`src/source/pcie_app_pkg.sv`:
```
/*
 * Shared widths, BAR enable mask and types for the PCIe to Avalon
 * application glue (config shadow and read-return merge).
 * Modules refer to these by scoped name, so compile this package
 * ahead of every RTL file.
 */
`default_nettype none

package pcie_app_pkg;

   localparam int NUM_BARS    = 6;             // Rx master ports, one per BAR
   localparam int RD_DATA_W   = 128;           // Rx master read data
   localparam int CFG_W       = 32;            // Config word from the hard IP
   localparam int BUSDEV_W    = 13;
   localparam int MSI_ADDR_W  = 64;
   localparam int MSI_DATA_W  = 16;
   localparam int MSIX_CTRL_W = 16;

   // Address and data plus MSI enable and master enable on top
   localparam int MSI_INTFC_W = MSI_ADDR_W + MSI_DATA_W + 2;

   // One bit per BAR with a nonzero size
   // BAR0 to BAR2 are populated in this build
   localparam logic [NUM_BARS-1:0] BAR_ENABLED = 6'b000111;

   typedef logic [RD_DATA_W-1:0]   rd_data_t;
   typedef logic [NUM_BARS-1:0]    bar_vec_t;
   typedef logic [CFG_W-1:0]       cfg_word_t;
   typedef logic [BUSDEV_W-1:0]    busdev_t;
   typedef logic [MSI_INTFC_W-1:0] msi_intfc_t;
   typedef logic [MSIX_CTRL_W-1:0] msix_ctrl_t;

   // Config address from the hard IP
   // Values not named here carry nothing the application keeps
   typedef enum logic [3:0]
   {
      CFG_DEVCSR         = 4'h0,      // Device control/status
      CFG_PRMCSR         = 4'h3,      // Command register
      CFG_MSI_ADDR_LO_A  = 4'h5,      // MSI address [11:0]
      CFG_MSI_ADDR_HI_A  = 4'h6,      // MSI address [43:32]
      CFG_MSI_ADDR_LO_B  = 4'h9,      // MSI address [31:12]
      CFG_MSI_ADDR_HI_B  = 4'hB,      // MSI address [63:44]
      CFG_MSI_CTRL       = 4'hD,      // MSI enable and MSI-X control
      CFG_BUSDEV_MSIDATA = 4'hF       // Bus/device and MSI data
   } cfg_addr_e;

endpackage

`default_nettype wire

```
`src/source/cfg_shadow.sv`:
```
/*
 * Shadow copy of the config-space fields the application needs.
 * The hard IP cycles its address/data pair every clock; each field is
 * captured when its address comes round. Stage 2 re-registers the MSI
 * and device fields before they are packed onto the sideband buses.
 * Bus/device and master enable leave straight from stage 1.
 */
`timescale 1ns/100ps
`default_nettype none

module cfg_shadow
(
   input  wire                          AvlClk_i,
   input  wire                          rstn_reg,
   input  wire pcie_app_pkg::cfg_addr_e cfg_addr_i,
   input  wire pcie_app_pkg::cfg_word_t cfg_ctl_i,
   output pcie_app_pkg::msi_intfc_t     msi_intfc_o,
   output pcie_app_pkg::msix_ctrl_t     msix_intfc_o,
   output pcie_app_pkg::busdev_t        busdev_o,
   output pcie_app_pkg::cfg_word_t      dev_csr_o
);

   // Stage 1, loaded by address match
   pcie_app_pkg::busdev_t                      busdev;
   logic [pcie_app_pkg::CFG_W/2-1:0]           dev_csr;     // Upper half of config word
   logic                                       master_en;   // Command bit 2
   logic                                       msi_en;
   pcie_app_pkg::msix_ctrl_t                   msix_ctrl;
   logic [pcie_app_pkg::MSI_ADDR_W-1:0]        msi_addr;
   logic [pcie_app_pkg::MSI_DATA_W-1:0]        msi_data;

   // Stage 2
   logic [pcie_app_pkg::CFG_W/2-1:0]           dev_csr_q;
   logic                                       msi_en_q;
   pcie_app_pkg::msix_ctrl_t                   msix_ctrl_q;
   logic [pcie_app_pkg::MSI_ADDR_W-1:0]        msi_addr_q;
   logic [pcie_app_pkg::MSI_DATA_W-1:0]        msi_data_q;

   // Each field loads on its address match alone
   always_ff @(posedge AvlClk_i or negedge rstn_reg)
   begin
      if (!rstn_reg)
      begin
         busdev    <= '0;
         dev_csr   <= '0;
         master_en <= 1'b0;
         msi_en    <= 1'b0;
         msix_ctrl <= '0;
         msi_addr  <= '0;
         msi_data  <= '0;
      end
      else
      begin
         case (cfg_addr_i)
            pcie_app_pkg::CFG_DEVCSR        : dev_csr          <= cfg_ctl_i[31:16];
            pcie_app_pkg::CFG_PRMCSR        : master_en        <= cfg_ctl_i[10];
            pcie_app_pkg::CFG_MSI_ADDR_LO_A : msi_addr[11:0]   <= cfg_ctl_i[31:20];
            pcie_app_pkg::CFG_MSI_ADDR_LO_B : msi_addr[31:12]  <= cfg_ctl_i[31:12];
            pcie_app_pkg::CFG_MSI_ADDR_HI_A : msi_addr[43:32]  <= cfg_ctl_i[31:20];
            pcie_app_pkg::CFG_MSI_ADDR_HI_B : msi_addr[63:44]  <= cfg_ctl_i[31:12];
            pcie_app_pkg::CFG_MSI_CTRL :
            begin
               msi_en    <= cfg_ctl_i[0];       // Only the enable bit of the MSI control
               msix_ctrl <= cfg_ctl_i[31:16];
            end
            pcie_app_pkg::CFG_BUSDEV_MSIDATA :
            begin
               busdev    <= cfg_ctl_i[12:0];
               msi_data  <= cfg_ctl_i[31:16];
            end
            default : ;                         // Hold all fields
         endcase
      end
   end

   always_ff @(posedge AvlClk_i or negedge rstn_reg)
   begin
      if (!rstn_reg)
      begin
         dev_csr_q   <= '0;
         msi_en_q    <= 1'b0;
         msix_ctrl_q <= '0;
         msi_addr_q  <= '0;
         msi_data_q  <= '0;
      end
      else
      begin
         dev_csr_q   <= dev_csr;
         msi_en_q    <= msi_en;
         msix_ctrl_q <= msix_ctrl;
         msi_addr_q  <= msi_addr;
         msi_data_q  <= msi_data;
      end
   end

   // Sideband packing
   // Master enable leaves from stage 1
   assign msi_intfc_o  = {master_en, msi_en_q, msi_data_q, msi_addr_q};
   assign msix_intfc_o = msix_ctrl_q;
   assign busdev_o     = busdev;
   assign dev_csr_o    = {{(pcie_app_pkg::CFG_W/2){1'b0}}, dev_csr_q};

   // The hard IP drives the address every cycle once out of reset
   a_cfg_addr_known : assert property (
      @(posedge AvlClk_i) disable iff (!rstn_reg)
      !$isunknown(cfg_addr_i))
      else $error("cfg_shadow: config address unknown");

endmodule

`default_nettype wire

```
`src/source/pcie_app_top.sv`:
```
/*
 * Application-layer glue of the 128-bit PCIe to Avalon bridge.
 * Synchronizes the incoming reset and hosts the config-space shadow
 * and the BAR read-return merge. All logic runs on AvlClk_i.
 */
`timescale 1ns/100ps
`default_nettype none

module pcie_app_top
(
   input  wire                          AvlClk_i,
   input  wire                          Rstn_i,          // Async, active low

   // Config bus from the hard IP
   input  wire pcie_app_pkg::cfg_addr_e cfg_addr_i,
   input  wire pcie_app_pkg::cfg_word_t cfg_ctl_i,

   // BAR master read returns
   input  wire pcie_app_pkg::bar_vec_t  rxm_rd_valid_i,
   input  wire pcie_app_pkg::rd_data_t  rxm_rd_data_0_i,
   input  wire pcie_app_pkg::rd_data_t  rxm_rd_data_1_i,
   input  wire pcie_app_pkg::rd_data_t  rxm_rd_data_2_i,
   input  wire pcie_app_pkg::rd_data_t  rxm_rd_data_3_i,
   input  wire pcie_app_pkg::rd_data_t  rxm_rd_data_4_i,
   input  wire pcie_app_pkg::rd_data_t  rxm_rd_data_5_i,

   output pcie_app_pkg::msi_intfc_t     msi_intfc_o,
   output pcie_app_pkg::msix_ctrl_t     msix_intfc_o,
   output pcie_app_pkg::busdev_t        busdev_o,
   output pcie_app_pkg::cfg_word_t      dev_csr_o,
   output logic                         cpl_valid_o,
   output pcie_app_pkg::rd_data_t       cpl_data_o
);

   logic rstn_meta;
   logic rstn_reg;     // Synchronized reset for all other logic

   // Assert asynchronously, release on the second edge after Rstn_i rises
   always_ff @(posedge AvlClk_i or negedge Rstn_i)
   begin
      if (!Rstn_i)
      begin
         rstn_meta <= 1'b0;
         rstn_reg  <= 1'b0;
      end
      else
      begin
         rstn_meta <= 1'b1;
         rstn_reg  <= rstn_meta;
      end
   end

   cfg_shadow cfg_shadow0
   (
      .AvlClk_i     (AvlClk_i),
      .rstn_reg     (rstn_reg),
      .cfg_addr_i   (cfg_addr_i),
      .cfg_ctl_i    (cfg_ctl_i),
      .msi_intfc_o  (msi_intfc_o),
      .msix_intfc_o (msix_intfc_o),
      .busdev_o     (busdev_o),
      .dev_csr_o    (dev_csr_o)
   );

   rd_return_mux rd_return_mux0
   (
      .AvlClk_i        (AvlClk_i),
      .rstn_reg        (rstn_reg),
      .rxm_rd_valid_i  (rxm_rd_valid_i),
      .rxm_rd_data_0_i (rxm_rd_data_0_i),
      .rxm_rd_data_1_i (rxm_rd_data_1_i),
      .rxm_rd_data_2_i (rxm_rd_data_2_i),
      .rxm_rd_data_3_i (rxm_rd_data_3_i),
      .rxm_rd_data_4_i (rxm_rd_data_4_i),
      .rxm_rd_data_5_i (rxm_rd_data_5_i),
      .cpl_valid_o     (cpl_valid_o),
      .cpl_data_o      (cpl_data_o)
   );

endmodule

`default_nettype wire

```
`src/source/rd_return_mux.sv`:
```
/*
 * Merges the six BAR master read-data returns into the single completion
 * data path. Purely combinational, no back-pressure.
 * A BAR without a size never reaches the output. Exactly one valid
 * selects that BAR's data; several valids at once give valid with
 * zero data. Clock and reset are only used to sample the assertion.
 */
`timescale 1ns/100ps
`default_nettype none

module rd_return_mux
(
   input  wire                          AvlClk_i,
   input  wire                          rstn_reg,
   input  wire pcie_app_pkg::bar_vec_t  rxm_rd_valid_i,
   input  wire pcie_app_pkg::rd_data_t  rxm_rd_data_0_i,
   input  wire pcie_app_pkg::rd_data_t  rxm_rd_data_1_i,
   input  wire pcie_app_pkg::rd_data_t  rxm_rd_data_2_i,
   input  wire pcie_app_pkg::rd_data_t  rxm_rd_data_3_i,
   input  wire pcie_app_pkg::rd_data_t  rxm_rd_data_4_i,
   input  wire pcie_app_pkg::rd_data_t  rxm_rd_data_5_i,
   output logic                         cpl_valid_o,
   output pcie_app_pkg::rd_data_t       cpl_data_o
);

   pcie_app_pkg::bar_vec_t rd_valid_eff;   // Valid after BAR enable gating

   // Unpopulated BARs are silenced here
   assign rd_valid_eff = rxm_rd_valid_i & pcie_app_pkg::BAR_ENABLED;

   assign cpl_valid_o  = |rd_valid_eff;

   always_comb
   begin
      case (rd_valid_eff)
         6'b000001 : cpl_data_o = rxm_rd_data_0_i;
         6'b000010 : cpl_data_o = rxm_rd_data_1_i;
         6'b000100 : cpl_data_o = rxm_rd_data_2_i;
         6'b001000 : cpl_data_o = rxm_rd_data_3_i;
         6'b010000 : cpl_data_o = rxm_rd_data_4_i;
         6'b100000 : cpl_data_o = rxm_rd_data_5_i;
         default   : cpl_data_o = '0;   // Idle or collision
      endcase
   end

   // Completion data stays quiet between returns
   a_idle_data_zero : assert property (
      @(posedge AvlClk_i) disable iff (!rstn_reg)
      !cpl_valid_o |-> (cpl_data_o == '0))
      else $error("rd_return_mux: data present without valid");

endmodule

`default_nettype wire

```
`config.mk`:
```
export PLATFORM = sky130hd
export DESIGN_NAME = pcie_app_top
export DESIGN_NICKNAME = d
export VERILOG_FILES = /design/src/source/pcie_app_pkg.sv /design/src/source/cfg_shadow.sv /design/src/source/pcie_app_top.sv /design/src/source/rd_return_mux.sv
export SDC_FILE = /design/constraint.sdc
export NUM_CORES = 1
export LEC_CHECK = 0
export ABC_AREA = 1
export ABC_CLOCK_PERIOD_IN_PS = 6700
export BUFFER_PORTS_ARGS = -buffer_cell sky130_fd_sc_hd__buf_2
export CAP_MARGIN = 10
export CORE_AREA = 2 2 426 428
export DETAILED_ROUTE_END_ITERATION = 16
export DIE_AREA = 0 0 428 430
export PLACE_DENSITY = 0.3
export SYNTH_ARGS = -nofsm -noshare
export SYNTH_HDL_FRONTEND = slang
export SYNTH_SLANG_ARGS = --single-unit
```
`constraint.sdc`:
```
create_clock -name AvlClk_i -period 6.7 [get_ports AvlClk_i]
set_clock_uncertainty 0.1 [all_clocks]
set_input_delay 0.67 -clock AvlClk_i [delete_from_list [all_inputs] [get_ports AvlClk_i]]
set_output_delay 0.67 -clock AvlClk_i [all_outputs]
set_load 0.01 [all_outputs]
```
==> results.sh, run 1 <==
export IMPL_start_util=0.0625
export IMPL_grt_use_total=0.0920
export IMPL_path_max_fanout=99
export IMPL_clock_latency_ns=0.58
export IMPL_synthesis_area_um2=11200
export IMPL_cts_setup_buffers=0
export IMPL_end_kind="output pin"
export IMPL_die_w_um=428
export IMPL_synth_top_family_by_area="simple AND/OR/NAND/NOR gates"
export IMPL_ant_nets=0
export IMPL_fill_cells=21100
export IMPL_grt_max_degree=121
export IMPL_synth_edf_count=0
export IMPL_first_pass_iters=5
export IMPL_cts_buffers=28
export IMPL_layout_min_cycle_time_ns=4.12
export IMPL_wl_per_cell_um=20.4
export IMPL_drv_cap=0
export IMPL_fmax_mhz=243
export IMPL_tritoncts="yes"
export IMPL_drc=0
export IMPL_core_um2=180000
export IMPL_period_share=0.615
export IMPL_ir_drop_uv=149
export IMPL_grt_pass1_wl_um=118000
export IMPL_seq_area_frac_synth=0.539
export IMPL_globalRouteOverflowTotal=0
export IMPL_hold_viol_final=0
export IMPL_reg2reg_slack_ns=4.76
export IMPL_htreeDepth=1
export IMPL_yosysWarnings=0
export IMPL_synth_cell_types=18
export IMPL_clk_pin_slew_ns=0.07
export IMPL_first_global_vias=13700
export IMPL_status="complete, no violations"
export IMPL_synth_xor_area_frac=0
export IMPL_fin_area_um2=18200
export IMPL_cp_required_ns=5.93
export IMPL_drv_slew=0
export IMPL_antenna_found_initial=56
export IMPL_critPathMaxStageDelay_ns=0.74
export IMPL_grt_setup_unrepaired="false"
export IMPL_rows=156
export IMPL_placed_area_um2=17200
export IMPL_cp_slowest_cell="nor2_4"
export IMPL_cp_common_cell="nand3_1"
export IMPL_dp_hpwl_um=69000
export IMPL_clock_sinks=242
export IMPL_worstMarginPinSlew_ns=0.954
export IMPL_async_flop_share=1.00
export IMPL_powerDensity_nw_per_um2=242
export IMPL_worst_setup_path_start_kind="primary input"
export IMPL_vias_per_cell=2.99
export IMPL_dieHeight_um=430
export IMPL_place_congestion=0.883
export IMPL_synth_top_cell_area_share=0.539
export IMPL_slew_headroom=0.363
export IMPL_fin_tns_setup_ns=0
export IMPL_synth_compound_area_frac=0.0129
export IMPL_ys_seq_elements=242
export IMPL_path_cells="buf_4 -> nor2_4 -> buf_12 -> nand3_1 -> nand3_1 -> buf_2"
export IMPL_io_buffers=680
export IMPL_worst_ep_arrival_time_ns=3.35
export IMPL_path_class="primary input to output pin"
export IMPL_synth_largest_area_cell="dfrtp_1"
export IMPL_synth_simple_gate_area_frac=0.380
export IMPL_synth_main_ff_cell="dfrtp_1"
export IMPL_clockBufferDepth=3
export IMPL_syn_avg_cell_area_um2=8.55
export IMPL_yosysMostFrequentCell="nand3_1"
export IMPL_largestRegisters="cfg_shadow0.msi_addr x64, cfg_shadow0.msi_addr_q x64"
export IMPL_cts_root_buf="clkbuf_16"
export IMPL_hold_path_class="primary input to register"
export IMPL_synthTopCellsByCount="482 x nand3_1, 260 x nand2_1, 242 x dfrtp_1, 128 x nand4_1, 50 x clkbuf_1"
export IMPL_power_leakage_uw=0.00865
export IMPL_drive_gt1_frac=0.396
export IMPL_wirelength_um=88000
export IMPL_synthCells=1314
export IMPL_drt_iter0_markers=586
export IMPL_setup_viol=0
export IMPL_dr_total_vias=12900
export IMPL_synth_adder_area_share=0
export IMPL_nNetsFinal=2725
export IMPL_yosys_mux_area_fraction=0
export IMPL_regArea_um2=6060
export IMPL_syn_to_final_growth_pct=61.7
export IMPL_synth_area_top_cells="dfrtp_1 54%, nand3_1 21%, nand2_1 8.7%"
export IMPL_die_area_um2=184000
export IMPL_multi_input_area_um2=4500
export IMPL_pin_count=1084
path summary, 6_finish.rpt:
path                                   start                      end  cells after the start
max                        rxm_rd_valid_i[1]           cpl_data_o[36]                      6
min                             cfg_ctl_i[2]  cfg_shadow0.busdev_o[2]                      3
max reg2reg                         rstn_reg  cfg_shadow0.msi_data[6]                      1
min reg2reg                        rstn_meta                 rstn_reg                      0
max in group asynchronous           rstn_reg  cfg_shadow0.msi_data[6]                      1
min in group asynchronous             Rstn_i                 rstn_reg                      2
placed cells by master, fill, tap and decap left out, types with 3 or more instances in the layout:
cell       count
buf_2        677
nand3_1      482
nand2_1      260
dfrtp_1      241
nand4_1      128
o21ai_0       29
clkbuf_16     28
buf_4         22
conb_1        17
diode_2       10
clkbuf_8       6
nor2_4         5
inv_1          5
nand2_2        4
clkinv_2       4
buf_12         4
nor2_2         3
inv_6          3
power breakdown:
group	total [uW]	switching (uW)	internal, uW
registers	1860	131	1730
clock network	1590	678	913
logic	936	613	323
worst max-delay path: cells and delay by family:
family        cells  cell delay (ns)
buf+inv           3             0.99
simple gates      3             1.56
routing by layer:
| layer | vias to the layer above | part of all wire | wire, um | global-route usage |
|---|---|---|---|---|
| li1 | 5792 | - | - | - |
| met2 | 608 | 0.52 | 46000 | 0.173 |
| met4 | 50 | 0.046 | 4030 | 0.0373 |
| met5 | - | 0.0037 | 328 | 0 |
| met3 | 181 | 0.098 | 8620 | 0.0377 |
| met1 | 6249 | 0.33 | 29000 | 0.0878 |
final cells by class:
| type | count | area share |
|---|---|---|
| Sequential cell | 242 | 0.334 |
| Antenna cell | 10 | 0.00138 |
| Multi-Input combinational cell | 929 | 0.248 |
| Timing Repair Buffer | 704 | 0.201 |
| Tap cell | 2370 | 0.163 |
| Inverter | 8 | 0.00193 |
| Clock inverter | 12 | 0.00778 |
| Clock buffer | 36 | 0.0435 |
through the flow:
step	std cells	worst slack (ns)	hold slack (ns)	utilization	power (uW)
after global routing	4305	2.49	0.168	0.101	4670
final	4311	2.58	0.190	0.101	4390
after floorplan	1329	2.63	0.231	-	2250
after global placement	4252	2.49	0.237	0.0957	2870
after CTS	4301	2.54	0.134	0.101	4530
after detailed placement	4252	2.55	0.236	0.0957	2870
cell families (layout without fill, tap and decap cells):
logic type,after synthesis,count (layout)
simple gates,883,883
flops,242,242
buf+inv,158,760
compound gates,29,29
other cells,2,27
timing repair:
item                      4_1_cts  5_1_grt
hold buffers                    1        0
gates resized for setup         0        0
hold endpoints to repair        2        0
No activity file was read; power rests on OpenSTA's default activity.
==> inputs of run 2 (changes only) <==
--- a/config.mk
+++ b/config.mk
@@ -5,13 +5,13 @@
 export SDC_FILE = /design/constraint.sdc
 export NUM_CORES = 1
 export LEC_CHECK = 0
-export ABC_AREA = 1
-export ABC_CLOCK_PERIOD_IN_PS = 6700
+export ABC_AREA = 0
+export ABC_CLOCK_PERIOD_IN_PS = 4200
 export BUFFER_PORTS_ARGS = -buffer_cell sky130_fd_sc_hd__buf_2
 export CAP_MARGIN = 10
-export CORE_AREA = 2 2 426 428
+export CORE_AREA = 2 2 428 430
 export DETAILED_ROUTE_END_ITERATION = 16
-export DIE_AREA = 0 0 428 430
+export DIE_AREA = 0 0 430 432
 export PLACE_DENSITY = 0.3
 export SYNTH_ARGS = -nofsm -noshare
 export SYNTH_HDL_FRONTEND = slang
==> constraint.sdc (replaced) <==
create_clock -name AvlClk_i -period 4.2 [get_ports AvlClk_i]
set_clock_uncertainty 0.1 [all_clocks]
set_input_delay 0.42 -clock AvlClk_i [delete_from_list [all_inputs] [get_ports AvlClk_i]]
set_output_delay 0.42 -clock AvlClk_i [all_outputs]
set_load 0.01 [all_outputs]
==> results.sh, run 2 <==
export IMPL_status="complete, no violations"
export IMPL_nNetsFinal=2338
export IMPL_clock_latency_ns=0.55
export IMPL_synth_largest_area_cell="dfrtp_1"
export IMPL_slew_headroom=0.385
export IMPL_synth_cell_types=23
export IMPL_grt_setup_unrepaired="false"
export IMPL_worstMarginPinSlew_ns=0.918
export IMPL_clk_pin_slew_ns=0.07
export IMPL_combPwrFrac=0.230
export IMPL_path_max_fanout=103
export IMPL_cp_slowest_cell="a221o_1"
export IMPL_rows=157
export IMPL_synth_main_ff_cell="dfrtp_1"
export IMPL_p_clk_frac=0.336
export IMPL_start_util=0.0639
export IMPL_ant_nets=0
export IMPL_yosysWarnings=0
export IMPL_end_kind="output pin"
export IMPL_regArea_um2=6060
export IMPL_pin_count=1084
export IMPL_synth_top_cell_area_share=0.522
export IMPL_p_int_uw=4940
export IMPL_drive_gt1_frac=0.551
export IMPL_cts_root_buf="clkbuf_16"
export IMPL_syn_avg_cell_area_um2=13.1
export IMPL_vias_per_cell=2.68
export IMPL_wirelength_um=67400
export IMPL_syn_to_final_growth_pct=62.3
export IMPL_core_um2=182000
export IMPL_hold_path_class="primary input to async pin"
export IMPL_path_class="primary input to output pin"
export IMPL_grt_use_total=0.0680
export IMPL_path_cells="buf_4 -> nor3b_2 -> buf_12 -> a221o_1 -> buf_2"
export IMPL_drt_iter0_markers=490
export IMPL_die_w_um=430
export IMPL_netSwitchingFraction=0.292
export IMPL_worst_ep_arrival_time_ns=2.52
export IMPL_grt_pass1_wl_um=90300
export IMPL_power_leakage_uw=0.00823
export IMPL_dieHeight_um=432
export IMPL_async_flop_share=1.00
export IMPL_switchingPower_uw=2040
export IMPL_place_congestion=0.801
export IMPL_ys_seq_elements=242
export IMPL_hold_viol_final=0
export IMPL_setup_viol=0
export IMPL_dp_hpwl_um=53600
export IMPL_drv_cap=0
export IMPL_synthCells=883
export IMPL_globalRouteOverflowTotal=0
export IMPL_yosysMostFrequentCell="dfrtp_1"
export IMPL_seq_area_frac_synth=0.522
export IMPL_hold_ws_ns=0.0723
export IMPL_wl_per_cell_um=17.0
export IMPL_drc=0
export IMPL_dr_total_vias=10600
export IMPL_largestRegisters="cfg_shadow0.msi_addr x64, cfg_shadow0.msi_addr_q x64"
export IMPL_cts_buffers=25
export IMPL_mostFrequentLayoutCells="677 x buf_2, 241 x dfrtp_1, 129 x nor4bb_1, 127 x and2_1, 127 x a221o_1"
export IMPL_cts_resized=0
export IMPL_ir_drop_uv=283
export IMPL_critPathMaxStageDelay_ns=0.62
export IMPL_htreeDepth=1
export IMPL_first_global_vias=10900
export IMPL_synthTopCellsByCount="242 x dfrtp_1, 130 x nor4bb_1, 127 x a221o_1, 127 x and2_1, 91 x mux2_2"
export IMPL_io_buffers=680
export IMPL_layout_min_cycle_time_ns=3.04
export IMPL_met1Wirelength_um=25500
export IMPL_period_share=0.724
export IMPL_hold_buffers=17
export IMPL_antenna_found_initial=54
export IMPL_powerDensity_nw_per_um2=370
export IMPL_fin_tns_setup_ns=0
export IMPL_fill_cells=21000
export IMPL_top_layer="met5"
export IMPL_synth_edf_count=0
export IMPL_wl_met2_um=33400
export IMPL_tritoncts="yes"
export IMPL_synth_area_top_cells="dfrtp_1 52%, nor4bb_1 11%, a221o_1 11%"
export IMPL_met3_length_um=5720
export IMPL_first_pass_iters=5
export IMPL_clock_sinks=242
export IMPL_p_seq_frac=0.433
export IMPL_drv_slew=0
export IMPL_clockBufferDepth=3
export IMPL_cp_required_ns=3.68
export IMPL_fmax_mhz=329
export IMPL_cts_setup_buffers=0
export IMPL_multi_input_area_um2=5040
export IMPL_grt_max_degree=104
export IMPL_die_area_um2=186000
export IMPL_worst_setup_path_start_kind="primary input"
export IMPL_synthesis_area_um2=11600
export IMPL_layout_commonest_cell="buf_2"
-- run 2: cell count changes in the layout (fill, tap and decap cells not counted), moves of 17 or more --
cell / change
nand3_1: -482
mux2_1: +26
and2_1: +127
diode_2: +17
nand2_1: -260
a221o_1: +127
mux2_2: +91
nor4bb_1: +129
nand4_1: -127
o21ai_0: -29
-- run 2: critical path, delay by kind of cell --
family | cells | cell delay (ns)
AOI/OAI and AO/OA | 1 | 0.62
buffers and inverters | 3 | 1.01
and+or+nand+nor | 1 | 0.16
-- run 2: cell families after synthesis --
group,after synthesis,share of synthesized area
DFF,242,0.522
other,2,0.000647
buffers and inverters,117,0.0498
and+or+nand+nor,267,0.191
AOI/OAI and AO/OA,128,0.110
muxes,127,0.126
-- run 2: routing by layer --
layer  track usage  up-vias
met4        0.0308       26
met1        0.0755     5285
met2         0.117      520
li1              -     4673
met5             0        -
met3        0.0232      109
-- run 2: path summary, 6_finish.rpt --
path,from,end,slack [ns],depth (start not counted)
worst max-delay path,rxm_rd_valid_i[1],cpl_data_o[32],1.16,5
worst min-delay path,Rstn_i,rstn_reg,0.07,2
worst max register to register,rstn_reg,cfg_shadow0.msix_ctrl[12],2.81,1
worst min register to register,rstn_reg,cfg_shadow0.busdev_o[12],0.24,0
max in group asynchronous,rstn_reg,cfg_shadow0.msix_ctrl[12],2.81,1
min in group AvlClk_i,cfg_ctl_i[19],cfg_shadow0.msi_addr[51],0.08,2
-- run 2: power groups by stage --
stage | registers (uW) | clock network, uW | logic [uW]
global placement | 3080 | 0 | 1630
floorplan | 3210 | 0 | 604
global route | 3090 | 2530 | 1740
CTS | 3030 | 2470 | 1650
detailed placement | 3080 | 0 | 1630
finish | 3020 | 2340 | 1610
-- run 2: final cells by class --
class | instances | area share
clock buffers | 36 | 0.0391
clock inverters | 9 | 0.00604
repair buffers | 718 | 0.203
well taps | 2385 | 0.158
multi-input cells | 539 | 0.268
diodes | 27 | 0.00359
flip-flops and latches | 242 | 0.322
-- run 2: metrics by stage --
stage                       util  worst slack, ns  area [um2]  std cells  total power, uW
after CTS                  0.103             1.18       18800       3929             7150
after detailed placement  0.0977             1.21       17700       3867             4710
after global routing       0.104             1.04       18800       3947             7360
after global placement    0.0977             1.12       17700       3867             4710
after floorplan                -            0.126       11700        898             3810
final                      0.104             1.16       18800       3956             6970
==> inputs of run 3 (changes only) <==
--- a/config.mk
+++ b/config.mk
@@ -6,7 +6,7 @@
 export NUM_CORES = 1
 export LEC_CHECK = 0
 export ABC_AREA = 0
-export ABC_CLOCK_PERIOD_IN_PS = 4200
+export ABC_CLOCK_PERIOD_IN_PS = 2800
 export BUFFER_PORTS_ARGS = -buffer_cell sky130_fd_sc_hd__buf_2
 export CAP_MARGIN = 10
 export CORE_AREA = 2 2 428 430
==> constraint.sdc (replaced) <==
create_clock -name AvlClk_i -period 2.8 [get_ports AvlClk_i]
set_clock_uncertainty 0.1 [all_clocks]
set_input_delay 0.28 -clock AvlClk_i [delete_from_list [all_inputs] [get_ports AvlClk_i]]
set_output_delay 0.28 -clock AvlClk_i [all_outputs]
set_load 0.01 [all_outputs]
==> results.sh, run 3 (same netlist as run 2, synthesis figures left out) <==
export IMPL_hold_path_class="primary input to register"
export IMPL_nNetsFinal=2374
export IMPL_drive_gt1_frac=0.552
export IMPL_largestRegisters="cfg_shadow0.msi_addr x64, cfg_shadow0.msi_addr_q x64"
export IMPL_multi_input_area_um2=5030
export IMPL_worst_setup_path_start_kind="primary input"
export IMPL_start_util=0.0639
export IMPL_io_buffers=680
export IMPL_cp_required_ns=2.42
export IMPL_hold_viol_final=0
export IMPL_clockBufferDepth=3
export IMPL_path_max_fanout=50
export IMPL_fill_cells=21000
export IMPL_worst_ep_arrival_time_ns=1.87
export IMPL_drc=0
export IMPL_critPathMaxStageDelay_ns=0.44
export IMPL_globalRouteOverflowTotal=0
export IMPL_die_area_um2=186000
export IMPL_fin_area_um2=19200
export IMPL_first_global_vias=11200
export IMPL_grt_pass1_wl_um=90000
export IMPL_pin_count=1084
export IMPL_wl_per_cell_um=16.6
export IMPL_cp_slowest_cell="nor2_4"
export IMPL_powerDensity_nw_per_um2=539
export IMPL_path_cells="buf_4 -> nor2_4 -> buf_12 -> a221o_1 -> buf_2"
export IMPL_cts_buffers=24
export IMPL_path_class="primary input to output pin"
export IMPL_rows=157
export IMPL_grt_setup_unrepaired="false"
export IMPL_critical_path_top_delay_family="buffers and inverters"
export IMPL_dieHeight_um=432
export IMPL_cts_root_buf="clkbuf_16"
export IMPL_power_leakage_uw=0.00842
export IMPL_mostFrequentLayoutCells="677 x buf_2, 241 x dfrtp_1, 130 x nor4bb_1, 127 x and2_1, 127 x a221o_1"
export IMPL_fin_tns_setup_ns=0
export IMPL_setup_viol=0
export IMPL_clock_sinks=242
export IMPL_ant_nets=0
export IMPL_first_pass_iters=5
export IMPL_clock_latency_ns=0.56
export IMPL_tritoncts="yes"
export IMPL_grt_max_degree=78
export IMPL_worstMarginPinSlew_ns=0.705
export IMPL_die_w_um=430
export IMPL_antenna_found_initial=52
export IMPL_syn_to_final_growth_pct=65.5
export IMPL_slew_headroom=0.530
export IMPL_end_kind="output pin"
export IMPL_drv_cap=0
export IMPL_regArea_um2=6060
export IMPL_layout_min_cycle_time_ns=2.25
export IMPL_clk_pin_slew_ns=0.06
export IMPL_dp_hpwl_um=53600
export IMPL_period_share=0.802
export IMPL_ir_drop_uv=392
export IMPL_place_congestion=0.755
export IMPL_placed_area_um2=18000
export IMPL_cts_setup_buffers=0
export IMPL_vias_per_cell=2.66
export IMPL_drt_iter0_markers=477
export IMPL_dr_total_vias=10600
export IMPL_grt_use_total=0.0670
export IMPL_drv_slew=0
export IMPL_htreeDepth=1
export IMPL_layout_commonest_cell="buf_2"
export IMPL_fmax_mhz=445
export IMPL_status="complete, no violations"
export IMPL_path_buf_inv=3
export IMPL_wirelength_um=65900
export IMPL_core_um2=182000
run 3: cell types whose count changed in the layout (fill, tap and decap cells not counted), sizes merged:
cell / before / now
buf: 700 / 723
dlygate4sd3: 17 / 31
diode: 27 / 16
clkbuf: 37 / 31
clkinv: 3 / 5
clkinvlp: 1 / 3
inv: 3 / 1
run 3: worst paths after layout:
path                       cells after the start                startpoint  slack (ns)                           to
max                                            5         rxm_rd_valid_i[2]        0.55               cpl_data_o[48]
min                                            2             cfg_ctl_i[27]        0.02     cfg_shadow0.msi_data[11]
max reg2reg                                    1                  rstn_reg        1.52     cfg_shadow0.msi_addr[51]
max in group asynchronous                      1                  rstn_reg        1.52     cfg_shadow0.msi_addr[51]
min reg2reg                                    0  cfg_shadow0.msix_ctrl[9]        0.25  cfg_shadow0.msix_intfc_o[9]
min in group asynchronous                      0                  rstn_reg        0.30      cfg_shadow0.msi_data[9]
run 3: metrics by stage:
step           power, uW  hold slack [ns]  utilization  instances  setup WS (ns)
2_1_floorplan       5720           -0.116            -        898          0.262
6_report           10300           0.0173        0.106       3978          0.555
5_1_grt            11000           0.0205        0.106       3969          0.390
4_1_cts            10600          0.00356        0.105       3962          0.394
3_3_place_gp        7100          -0.0216       0.0993       3890          0.394
3_5_place_dp        7110          -0.0234       0.0993       3890          0.401
run 3: what timing repair did:
item / CTS / global route
resized for setup: 0 / 0
endpoints found under the setup margin: 0 / 0
hold buffers: 31 / 0
endpoints found under the hold margin: 108 / 0
run 3: layer usage:
metal,global-route usage,wire length [um],vias to the layer above,share of wire
met5,0,127,-,0.0019
met4,0.0272,2820,22,0.043
met3,0.0249,6330,141,0.096
met2,0.116,32000,608,0.49
met1,0.0732,24700,5090,0.37
li1,-,-,4734,-
run 3: final cells by class:
class / instances / share of cell area
clock buffers: 30 / 0.0345
well taps: 2385 / 0.155
repair buffers: 755 / 0.222
multi-input cells: 539 / 0.262
clock inverters: 11 / 0.00769
diodes: 16 / 0.00209
flip-flops and latches: 242 / 0.316
run 3: power by group:
part | switching, uW | leakage (uW) | internal [uW]
Sequential | 288 | 0.00290 | 4250
Combinational | 1280 | 0.00513 | 1170
Clock | 1460 | 0.000389 | 1880
Total | 3040 | 0.00842 | 7310
